--- src/design/sd_xfer_pkg.sv ---
`default_nettype none

package sd_xfer_pkg;

  // sector counts and sector numbers
  typedef logic [31:0] sector_t;
  // card block address, block addressing mode
  typedef logic [31:0] blk_addr_t;
  typedef logic [15:0] rca_t;
  typedef logic [5:0]  cmd_index_t;
  typedef logic [31:0] cmd_arg_t;

  // response outcome, valid with the done strobe
  typedef logic [1:0]  cmd_status_t;

  localparam cmd_status_t CMD_ST_OK      = 2'd0;
  localparam cmd_status_t CMD_ST_NO_CARD = 2'd1;
  localparam cmd_status_t CMD_ST_ERROR   = 2'd2;

  // command indices used by the transfer
  localparam cmd_index_t CMD_SET_BLOCKLEN      = 6'd16;
  localparam cmd_index_t CMD_APP               = 6'd55;
  localparam cmd_index_t ACMD_SET_WR_BLK_ERASE = 6'd23;
  localparam cmd_index_t CMD_READ_MULTI        = 6'd18;
  localparam cmd_index_t CMD_WRITE_MULTI       = 6'd25;
  localparam cmd_index_t CMD_STOP              = 6'd12;

  // all four DAT lines released by the card
  localparam logic [3:0] DAT_IDLE = 4'hF;

  typedef enum logic [3:0] {
    ST_IDLE,
    ST_BLOCKLEN,
    ST_APP,
    ST_SET_COUNT,
    ST_OPEN,
    ST_DATA,
    ST_STOP,
    ST_STOP_BUSY,
    ST_INACTIVE,
    ST_DONE
  } xfer_state_e;

endpackage

`default_nettype wire

--- src/design/sd_track_if.sv ---
`timescale 1ns/10ps
`default_nettype none

interface sd_track_if;

  // pulses from the sequencer
  logic                   clear;
  logic                   block_done;

  // tracker results
  sd_xfer_pkg::sector_t   count;
  sd_xfer_pkg::sector_t   remaining;
  sd_xfer_pkg::blk_addr_t block_addr;
  logic                   all_done;

  modport tracker (
    input  clear, block_done,
    output count, remaining, block_addr, all_done
  );

  // remaining count is latched for the data engine at open
  modport seq (
    output clear, block_done,
    input  all_done, remaining
  );

  modport issuer (
    input  remaining, block_addr
  );

endinterface

`default_nettype wire

--- src/design/sd_sector_tracker.sv ---
`timescale 1ns/10ps
`default_nettype none

module sd_sector_tracker (
  input  logic                   i_clk,
  input  logic                   i_rst_n,
  input  sd_xfer_pkg::sector_t   i_trans_sectors,
  input  sd_xfer_pkg::blk_addr_t i_trans_addr,
  sd_track_if.tracker            trk
);

  sd_xfer_pkg::sector_t count_q;

  // completed sectors of the current transfer
  always_ff @(posedge i_clk or negedge i_rst_n) begin
    if (!i_rst_n) begin
      count_q <= '0;
    end else if (trk.clear) begin
      count_q <= '0;
    end else if (trk.block_done) begin
      count_q <= count_q + sd_xfer_pkg::sector_t'(1);
    end
  end

  assign trk.count = count_q;

  // what is left for the next ACMD23
  assign trk.remaining = i_trans_sectors - count_q;

  // resume point, first sector not yet moved
  assign trk.block_addr = i_trans_addr + sd_xfer_pkg::blk_addr_t'(count_q);

  assign trk.all_done = (count_q == i_trans_sectors);

endmodule

`default_nettype wire

--- src/design/sd_cmd_issuer.sv ---
`timescale 1ns/10ps
`default_nettype none

module sd_cmd_issuer #(
  parameter int BLOCK_LEN = 512
) (
  input  logic                     i_clk,
  input  logic                     i_rst_n,
  input  sd_xfer_pkg::xfer_state_e i_state,
  input  logic                     i_write,
  input  sd_xfer_pkg::rca_t        i_rca,
  input  logic                     i_cmd_done,
  sd_track_if.issuer               trk,
  output logic                     o_cmd_valid,
  output sd_xfer_pkg::cmd_index_t  o_cmd_index,
  output sd_xfer_pkg::cmd_arg_t    o_cmd_arg
);

  logic                    is_cmd;
  sd_xfer_pkg::cmd_index_t next_index;
  sd_xfer_pkg::cmd_arg_t   next_arg;

  // command for the requested state, zero elsewhere
  always_comb begin
    is_cmd     = 1'b1;
    next_index = '0;
    next_arg   = '0;
    case (i_state)
      sd_xfer_pkg::ST_BLOCKLEN: begin
        next_index = sd_xfer_pkg::CMD_SET_BLOCKLEN;
        next_arg   = sd_xfer_pkg::cmd_arg_t'(BLOCK_LEN);
      end
      sd_xfer_pkg::ST_APP: begin
        // rca in the upper half, stuff bits below
        next_index = sd_xfer_pkg::CMD_APP;
        next_arg   = {i_rca, 16'h0000};
      end
      sd_xfer_pkg::ST_SET_COUNT: begin
        next_index = sd_xfer_pkg::ACMD_SET_WR_BLK_ERASE;
        next_arg   = sd_xfer_pkg::cmd_arg_t'(trk.remaining);
      end
      sd_xfer_pkg::ST_OPEN: begin
        next_index = i_write ? sd_xfer_pkg::CMD_WRITE_MULTI : sd_xfer_pkg::CMD_READ_MULTI;
        next_arg   = sd_xfer_pkg::cmd_arg_t'(trk.block_addr);
      end
      sd_xfer_pkg::ST_STOP: begin
        next_index = sd_xfer_pkg::CMD_STOP;
      end
      default: begin
        is_cmd = 1'b0;
      end
    endcase
  end

  // valid drops with the done strobe, the state moves on in the same cycle
  always_ff @(posedge i_clk or negedge i_rst_n) begin
    if (!i_rst_n) begin
      o_cmd_valid <= 1'b0;
      o_cmd_index <= '0;
      o_cmd_arg   <= '0;
    end else begin
      o_cmd_valid <= is_cmd && !i_cmd_done;
      o_cmd_index <= next_index;
      o_cmd_arg   <= next_arg;
    end
  end

endmodule

`default_nettype wire

--- src/design/sd_xfer_seq.sv ---
`timescale 1ns/10ps
`default_nettype none

module sd_xfer_seq (
  input  logic                     i_clk,
  input  logic                     i_rst_n,
  input  logic                     i_card_ready,
  input  logic                     i_trans_start,
  input  logic                     i_trans_write,
  input  sd_xfer_pkg::sector_t     i_trans_sectors,
  input  logic                     i_cmd_done,
  input  sd_xfer_pkg::cmd_status_t i_cmd_status,
  input  logic                     i_block_done,
  input  logic                     i_data_end,
  input  logic [3:0]               i_sd_dat,
  output sd_xfer_pkg::xfer_state_e o_state,
  output logic                     o_data_run,
  output logic                     o_data_write,
  output sd_xfer_pkg::sector_t     o_data_sectors,
  output logic                     o_data_abort,
  output logic                     o_read_done,
  output logic                     o_write_done,
  output logic [1:0]               o_busy,
  sd_track_if.seq                  trk
);

  sd_xfer_pkg::xfer_state_e state;
  sd_xfer_pkg::xfer_state_e state_nxt;
  sd_xfer_pkg::xfer_state_e cmd_follow;
  logic [1:0]               start_sync;
  logic [3:0]               dat_q;
  logic                     start_ok;
  logic                     no_card;

  // start edge, only taken from idle with the card ready
  always_ff @(posedge i_clk or negedge i_rst_n) begin
    if (!i_rst_n) begin
      start_sync <= 2'b00;
    end else begin
      start_sync <= {start_sync[0], i_trans_start};
    end
  end

  assign start_ok = (state == sd_xfer_pkg::ST_IDLE) && (start_sync == 2'b01) && i_card_ready;

  always_ff @(posedge i_clk or negedge i_rst_n) begin
    if (!i_rst_n) begin
      dat_q <= sd_xfer_pkg::DAT_IDLE;
    end else begin
      dat_q <= i_sd_dat;
    end
  end

  // where each command state goes after a good response
  always_comb begin
    case (state)
      sd_xfer_pkg::ST_BLOCKLEN:  cmd_follow = sd_xfer_pkg::ST_APP;
      sd_xfer_pkg::ST_APP:       cmd_follow = sd_xfer_pkg::ST_SET_COUNT;
      sd_xfer_pkg::ST_SET_COUNT: cmd_follow = sd_xfer_pkg::ST_OPEN;
      sd_xfer_pkg::ST_OPEN:      cmd_follow = sd_xfer_pkg::ST_DATA;
      default:                   cmd_follow = sd_xfer_pkg::ST_STOP_BUSY;
    endcase
  end

  always_comb begin
    state_nxt = state;
    case (state)
      sd_xfer_pkg::ST_IDLE: begin
        if (start_ok) begin
          state_nxt = sd_xfer_pkg::ST_BLOCKLEN;
        end
      end
      sd_xfer_pkg::ST_BLOCKLEN, sd_xfer_pkg::ST_APP, sd_xfer_pkg::ST_SET_COUNT,
      sd_xfer_pkg::ST_OPEN, sd_xfer_pkg::ST_STOP: begin
        // status arrives together with the done strobe
        if (i_cmd_done) begin
          if (i_cmd_status == sd_xfer_pkg::CMD_ST_ERROR) begin
            state_nxt = sd_xfer_pkg::ST_IDLE;
          end else if (i_cmd_status == sd_xfer_pkg::CMD_ST_NO_CARD) begin
            state_nxt = sd_xfer_pkg::ST_INACTIVE;
          end else begin
            state_nxt = cmd_follow;
          end
        end
      end
      sd_xfer_pkg::ST_DATA: begin
        if (i_data_end) begin
          state_nxt = (i_trans_sectors != '0) ? sd_xfer_pkg::ST_STOP : sd_xfer_pkg::ST_DONE;
        end
      end
      sd_xfer_pkg::ST_STOP_BUSY: begin
        // card holds DAT0 low while programming
        if (dat_q == sd_xfer_pkg::DAT_IDLE) begin
          state_nxt = trk.all_done ? sd_xfer_pkg::ST_DONE : sd_xfer_pkg::ST_APP;
        end
      end
      default: begin
        state_nxt = sd_xfer_pkg::ST_IDLE;
      end
    endcase
  end

  always_ff @(posedge i_clk or negedge i_rst_n) begin
    if (!i_rst_n) begin
      state <= sd_xfer_pkg::ST_IDLE;
    end else begin
      state <= state_nxt;
    end
  end

  assign o_state = state;

  // tracker pulses
  assign trk.clear      = start_ok;
  assign trk.block_done = (state == sd_xfer_pkg::ST_DATA) && i_block_done;

  // data engine control
  assign o_data_run   = (state == sd_xfer_pkg::ST_DATA);
  assign o_data_abort = ((state == sd_xfer_pkg::ST_STOP) ||
                         (state == sd_xfer_pkg::ST_STOP_BUSY)) && !trk.all_done;

  always_ff @(posedge i_clk or negedge i_rst_n) begin
    if (!i_rst_n) begin
      o_data_write <= 1'b0;
      o_read_done  <= 1'b0;
      o_write_done <= 1'b0;
      no_card      <= 1'b0;
    end else begin
      if (start_ok) begin
        o_data_write <= i_trans_write;
      end
      o_read_done  <= trk.block_done && !o_data_write;
      o_write_done <= trk.block_done && o_data_write;
      // sticky until the transfer completes or restarts
      if (state == sd_xfer_pkg::ST_INACTIVE) begin
        no_card <= 1'b1;
      end else if ((state == sd_xfer_pkg::ST_DONE) || start_ok) begin
        no_card <= 1'b0;
      end
    end
  end

  // run length handed to the engine
  always_ff @(posedge i_clk or negedge i_rst_n) begin
    if (!i_rst_n) begin
      o_data_sectors <= '0;
    end else if (state == sd_xfer_pkg::ST_OPEN) begin
      o_data_sectors <= trk.remaining;
    end
  end

  assign o_busy[1] = (state != sd_xfer_pkg::ST_IDLE) && (state != sd_xfer_pkg::ST_DONE);
  assign o_busy[0] = no_card;

endmodule

`default_nettype wire

--- src/design/sd_xfer_top.sv ---
`timescale 1ns/10ps
`default_nettype none

module sd_xfer_top #(
  parameter int BLOCK_LEN = 512
) (
  input  logic                     i_clk,
  input  logic                     i_rst_n,
  input  logic                     i_card_ready,
  input  sd_xfer_pkg::rca_t        i_rca,
  input  logic                     i_trans_start,
  input  logic                     i_trans_write,
  input  sd_xfer_pkg::sector_t     i_trans_sectors,
  input  sd_xfer_pkg::blk_addr_t   i_trans_addr,
  input  logic                     i_cmd_done,
  input  sd_xfer_pkg::cmd_status_t i_cmd_status,
  input  logic                     i_block_done,
  input  logic                     i_data_end,
  input  logic [3:0]               i_sd_dat,
  output logic                     o_cmd_valid,
  output sd_xfer_pkg::cmd_index_t  o_cmd_index,
  output sd_xfer_pkg::cmd_arg_t    o_cmd_arg,
  output logic                     o_data_run,
  output logic                     o_data_write,
  output sd_xfer_pkg::sector_t     o_data_sectors,
  output logic                     o_data_abort,
  output logic                     o_read_done,
  output logic                     o_write_done,
  output sd_xfer_pkg::sector_t     o_sector_count,
  output logic [1:0]               o_busy
);

  sd_xfer_pkg::xfer_state_e state;

  sd_track_if trk ();

  sd_xfer_seq u_seq (
    .i_clk           (i_clk),
    .i_rst_n         (i_rst_n),
    .i_card_ready    (i_card_ready),
    .i_trans_start   (i_trans_start),
    .i_trans_write   (i_trans_write),
    .i_trans_sectors (i_trans_sectors),
    .i_cmd_done      (i_cmd_done),
    .i_cmd_status    (i_cmd_status),
    .i_block_done    (i_block_done),
    .i_data_end      (i_data_end),
    .i_sd_dat        (i_sd_dat),
    .o_state         (state),
    .o_data_run      (o_data_run),
    .o_data_write    (o_data_write),
    .o_data_sectors  (o_data_sectors),
    .o_data_abort    (o_data_abort),
    .o_read_done     (o_read_done),
    .o_write_done    (o_write_done),
    .o_busy          (o_busy),
    .trk             (trk.seq)
  );

  sd_sector_tracker u_tracker (
    .i_clk           (i_clk),
    .i_rst_n         (i_rst_n),
    .i_trans_sectors (i_trans_sectors),
    .i_trans_addr    (i_trans_addr),
    .trk             (trk.tracker)
  );

  // direction for CMD18/25 follows the latched write level
  sd_cmd_issuer #(
    .BLOCK_LEN (BLOCK_LEN)
  ) u_issuer (
    .i_clk       (i_clk),
    .i_rst_n     (i_rst_n),
    .i_state     (state),
    .i_write     (o_data_write),
    .i_rca       (i_rca),
    .i_cmd_done  (i_cmd_done),
    .trk         (trk.issuer),
    .o_cmd_valid (o_cmd_valid),
    .o_cmd_index (o_cmd_index),
    .o_cmd_arg   (o_cmd_arg)
  );

  assign o_sector_count = trk.count;

endmodule

`default_nettype wire

--- config.mk ---
export PLATFORM = sky130hd
export DESIGN_NAME = sd_xfer_top
export DESIGN_NICKNAME = d
export VERILOG_FILES = /design/src/design/sd_xfer_pkg.sv /design/src/design/sd_track_if.sv /design/src/design/sd_sector_tracker.sv /design/src/design/sd_cmd_issuer.sv /design/src/design/sd_xfer_seq.sv /design/src/design/sd_xfer_top.sv
export SDC_FILE = /design/constraint.sdc
export NUM_CORES = 1
export LEC_CHECK = 0
export ABC_AREA = 1
export BUFFER_PORTS_ARGS = -buffer_cell sky130_fd_sc_hd__buf_2
export CORE_UTILIZATION = 30
export CTS_CLUSTER_SIZE = 16
export DETAILED_ROUTE_END_ITERATION = 16
export PLACE_DENSITY = 0.53
export RECOVER_POWER = 50
export SYNTH_ARGS = -nofsm -noshare
export SYNTH_HDL_FRONTEND = slang
export SYNTH_SLANG_ARGS = --single-unit
--- constraint.sdc ---
create_clock -name i_clk -period 2 [get_ports i_clk]
set_clock_uncertainty 0.1 [all_clocks]
set_input_delay 0.3 -clock i_clk [delete_from_list [all_inputs] [get_ports i_clk]]
set_output_delay 0.3 -clock i_clk [all_outputs]
set_load 0.01 [all_outputs]
# After elaboration in Yosys (flattened, before gate mapping)
# Index checks and enable logic that the tools add are counted.
# Widths: inputs -> output; s select.
# op_classes
addsub,3
n_eq_ne,19
muxes,18
reduce_logical,20
# op_table
op,n
$pmux 32 s4,1
$mux 32,2
$mux 4,9
$add 32x1->32 const B,1
$add 32x32->32,1
$eq 32x32->1,1
$reduce_bool 32->1,1
$sub 32x32->32,1
$pmux 6 s5,1
$eq 4x3->1 const B,4
$pmux 4 s4,1
$eq 4x4->1 const B,3
$pmux 3 s4,1
$eq 4x2->1 const B,2
$logic_and 1x1->1,8
$ne 2x1->1 const B,3
$reduce_or 5->1,1
$eq 2x1->1 const B,2
$eq 4x1->1 const B,1
$logic_not 4->1,1
$ne 4x4->1 const B,1
$reduce_and 4->1,1
$reduce_bool 2->1,2
$reduce_bool 4->1,1
other kinds (5),10
# totals
regBits,117
in_bits,94
output_inout_bits,110
word_cells,72

# Depth between registers and ports, before layout
# logic_depth
ltp_word,6
depth_mapped,15
depth_no_buf,15

# Hierarchy
# From an unflattened synthesis, not the netlist that was laid out.
# hier_totals
hier_cells,1663
hier_area_um2,10547.6
# by_module_without_submodules
mod,n_inst,cells_per_inst,area_per_inst_um2,seq_area_each_um2
sd_sector_tracker,1,1283,6638.9,800.8
sd_xfer_seq,1,190,2148.3,1156.1
sd_cmd_issuer,1,190,1760.4,975.9

# Worst setup path before layout
# No wires, ideal clock.
# synth_path
path_type,flip-flop to flip-flop
start,reg u_tracker.count_q[0] (netlist: u_tracker.trk.count[0])
end,reg u_issuer.o_cmd_arg[28]
setup_time_ns,0.125
arrival_ns,1.868
t_required_ns,1.775
slack_ns,-0.093
stages_incl_launch_ff,13
n_path_buf,0
period_less_slack_ns,2.093
path_cell_list,dfrtp_1 > ha_1 > fa_1 > nand2_1 > inv_1 > nand2_1 > nand3_1 > nand3_1 > nand3_1 > nand2_1 > nand3_1 > nand3_1 > nand3_1
# synth_between
elab_chain_cells,2
word_cells_on_any_way,3
classes_between,add/sub: 2; mux: 1
# synth_lines
item,line,source
from (decl),sd_sector_tracker.sv:12,sd_xfer_pkg::sector_t count_q;
from (signal assigned),sd_sector_tracker.sv:21,count_q <= count_q + sd_xfer_pkg::sector_t'(1);
$add 32x32->32 / $sub 32x32->32 (equally long branches),"sd_sector_tracker.sv:31, sd_sector_tracker.sv:28",
$pmux 32 s4 (*),sd_cmd_issuer.sv:28,case (i_state)
named net u_issuer.next_arg[28],sd_cmd_issuer.sv:21,sd_xfer_pkg::cmd_arg_t next_arg;
to (signal assigned),sd_cmd_issuer.sv:64,o_cmd_arg <= next_arg;
to (decl),sd_cmd_issuer.sv:16,output sd_xfer_pkg::cmd_arg_t o_cmd_arg
# Mark *: on every way through the listed nets, which the timed path passes. The rest lies on a longest branch.
# A chain may end at the register's enable or synchronous reset.

# Worst setup path after layout
# layout_path
start,reg u_tracker.count_q[11] (netlist: u_tracker.trk.count[11])
end,out o_data_abort
# layout_between
elab_chain_cells,3
# layout_lines
item,line,source
$eq 32x32->1,sd_sector_tracker.sv:33,assign trk.all_done = (count_q == i_trans_sectors);
$logic_not 1->1,sd_xfer_seq.sv:120,(state == sd_xfer_pkg::ST_STOP_BUSY)) && !trk.all_done;
$logic_and 1x1->1,sd_xfer_seq.sv:120,
to (decl),sd_xfer_top.sv:26,"output logic o_data_abort,"
# No other way between the ends.

==> flow_metrics.py <==
metrics = {
    "clock_network": {
        "cts_buffer_depth": 2,
        "clk_latency_ps": 450,
        "htreeDepth": 4,
        "cts-root-buf": "clkbuf_16",
        "numCtsBuffers": 17,
        "cts_sinks": 117,
        "cts.clk_slew.worst_paths_ps": 70,
        "cts_tree": "built",
    },
    "floorplan": {
        "dieWidth_microns": 186.7,
        "ios": 204,
        "num_rows": 67,
        "dieArea_sq_um": 34870,
        "core_area_sq_um": 33530,
        "initial_utilization_pct": 30.53,
        "fp.dieH_microns": 186.7,
    },
    "critical_path": {
        "crit_path_end_kind": "output pin",
        "reg2regPathDepth": 16,
        "cp_max_fo": 2,
        "cp.required_ps": 1600,
        "arrival_ps": 2090,
        "start_kind": "flop",
        "crit_type": "reg -> out",
    },
    "timing": {
        "setup_ws_ps": -491.4,
        "rsz0062_at_grt": "true",
        "slew_viol_final": 0,
        "setup_viol": 50,
        "fmax_mhz": 401.4,
        "period_share_pct": 124.6,
        "tightest_slew_ps": 852.9,
        "period_minus_slack_ps": 2491,
        "relSlewSlack_pct": 43.14,
        "finalHoldViolations": 0,
    },
    "synthesis": {
        "ys_warn_count": 0,
        "synth.distinct_cells": 45,
        "synth_nets": 1826,
        "synth-async-reset-ratio_pct": 100.0,
        "synthTopCellsByArea": "dfrtp_1 (28%), nand2_1 (23%), inv_1 (11%)",
        "ys_seq_area_share_pct": 28.64,
        "yosys.area.top_type_share_pct": 27.62,
        "synth_common_cells": "nand2_1 (615), inv_1 (293), nand3_1 (148)",
        "synthMostInstantiatedCell": "nand2_1",
        "synth_largest_area_cell": "dfrtp_1",
        "netlist_area_sq_um": 10240,
        "ys_ff_latch": 117,
        "ys.flop_type": "dfrtp_1",
        "synth_edf_count": 0,
        "synthCells": 1667,
        "avgSynthCellArea_sq_um": 6.142,
    },
    "layout": {
        "nNetsFinal": 2401,
        "antenna_cells": 0,
        "fin_util_pct": 54.50,
        "layout-drive-gt1-share_pct": 49.14,
        "area_growth_pct": 78.50,
        "fin_cells": 2703,
    },
    "grt": {
        "grt_usage_pct": 27.35,
        "grt_pass1_wl_microns": 71900,
        "grt_pass1_vias": 12920,
        "grt_overflow": 0,
        "grt_max_degree": 32,
        "antenna_found_initial": 0,
    },
    "status": {
        "violations": "negative setup slack",
        "status": "finished, violations left",
    },
    "route": {
        "first_pass_iters": 7,
        "avgViaCountPerCell": 4.828,
        "ant_nets": 0,
        "drt-total-wl_microns": 49310,
        "route.detailed.drc": 0,
        "drt-initial-drc-count": 739,
        "via_count": 13050,
        "wl_per_cell_microns": 18.24,
    },
    "power": {
        "p_per_area_nw_per_um2": 1113,
        "leakage_nw": 9.850,
        "vdd_drop_max_mv": 0.7210,
    },
    "place": {
        "hpwl_microns": 37110,
        "portBuffers": 203,
        "gp_congestion": 0.9431,
        "place_inst": 2580,
    },
    "job": {
        "maxCapViolCount": 0,
    },
    "hold_path": {
        "holdPathStages": 4,
        "hp-class": "in -> reg",
    },
}
stage by stage:
| stage | total power [mW] | hold slack [ps] | instance area (sq um) | setup TNS (ps) | setup slack, ps |
|---|---|---|---|---|---|
| after floorplan | 8.521 | -95.59 | 10240 | -21.23 | -8.097 |
| after global placement | 13.35 | 191.3 | 13950 | -11260 | -382.3 |
| after detailed placement | 13.39 | 198.6 | 13950 | -11980 | -391.5 |
| after CTS | 18.73 | 4.204 | 16760 | -6898 | -496.1 |
| after global routing | 21.57 | 17.36 | 18280 | -13610 | -576.0 |
| final | 20.34 | 22.71 | 18280 | -8708 | -491.4 |
path summary, 6_finish.rpt:
kind	start	end	slack (ps)
hold reg to reg	u_seq.start_sync[0]	u_seq.start_sync[1]	290
min in group asynchronous	i_rst_n	u_seq.o_data_sectors[31]	390
max in group asynchronous	i_rst_n	u_tracker.trk.count[24]	220
setup reg to reg	u_tracker.trk.count[11]	u_issuer.o_cmd_arg[24]	-420
setup / recovery	u_tracker.trk.count[11]	o_data_abort	-490
hold / removal	i_cmd_done	u_issuer.o_cmd_valid	20
what timing repair did:
| action | CTS | global route |
|---|---|---|
| setup endpoints to repair | 60 | 79 |
| gates cloned | 0 | 0 |
| gates resized for setup | 362 | 339 |
| endpoints found under the hold margin | 41 | 0 |
| hold buffers | 17 | 0 |
| pin swaps | 127 | 168 |
| setup buffers | 60 | 29 |
worst max-delay path: stages (launching register included):
cell     delay (ps)
dfrtp_1         400
inv_2            70
ha_4            290
nand2_4          60
nor2_4          110
nand2_2          90
nor3_4          180
nand4_1         170
nand3_1         110
inv_1            40
buf_2           130
cells by family (layout without fill, tap and decap cells):
logic type	Yosys count	count (layout)	share of synthesized area, %
compound gates	136	136	7.222
xor+xnor	24	24	2.053
fa+ha+maj	65	65	8.090
buf+inv	320	908	12.06
flops	117	117	28.64
simple gates	1005	1005	41.93
final cells by class:
class                   instances  area [sq um]
multi-input cells            1230          8877
inverters                     298          1134
clock buffers                  18         439.2
fillers                      3158         15260
flip-flops and latches        117          2940
repair buffers                578          4128
well taps                     448         560.5
clock inverters                14         197.7
report_power, final:
group	switching, mW	internal [mW]	total (mW)
sequential	0.532	3.23	3.76
clock	1.38	2.13	3.52
combinational	7.34	5.72	13.1
placed cells by master (no fill, tap or decap), types with 8 or more instances in the layout:
cell type      count
xnor2_4            9
a21oi_1           29
nand3b_1          12
o21ai_1           25
dfrtp_1          107
a21oi_4           10
ha_4              48
nand2_2          134
nor2_4            28
inv_2             48
nand3_2           66
buf_6             48
clkbuf_1          15
nor2_2            24
buf_2            189
ha_1              13
nand2_1          434
dlygate4sd3_1     17
inv_1            244
nand3_4           25
nor2_1            92
o21ai_0           23
nor3_1            19
buf_12             8
nor3_2            11
xor2_1             9
buf_4            297
nand4_1           26
nand3_1           58
a21oi_2           19
nand2_4           50
clkbuf_16         17
metal layers:
metal	vias to the layer above	GRT usage [%]	part of all wire [%]
met5	-	0	0
met1	6208	34.63	43
li1	6384	-	-
met2	367	46.47	48
met3	92	4.006	4.5
met4	0	11.19	4.1
flip-flops by register name, summed over array words and instances, names as in the netlist, 2 cells and up:
name / flops
u_issuer.o_cmd_arg: 32
u_issuer.o_cmd_index: 6
u_seq.dat_q: 4
u_seq.o_data_sectors: 32
u_seq.o_state: 4
u_seq.start_sync: 2
u_tracker.trk.count: 32
(Power assumes the default switching activity.)
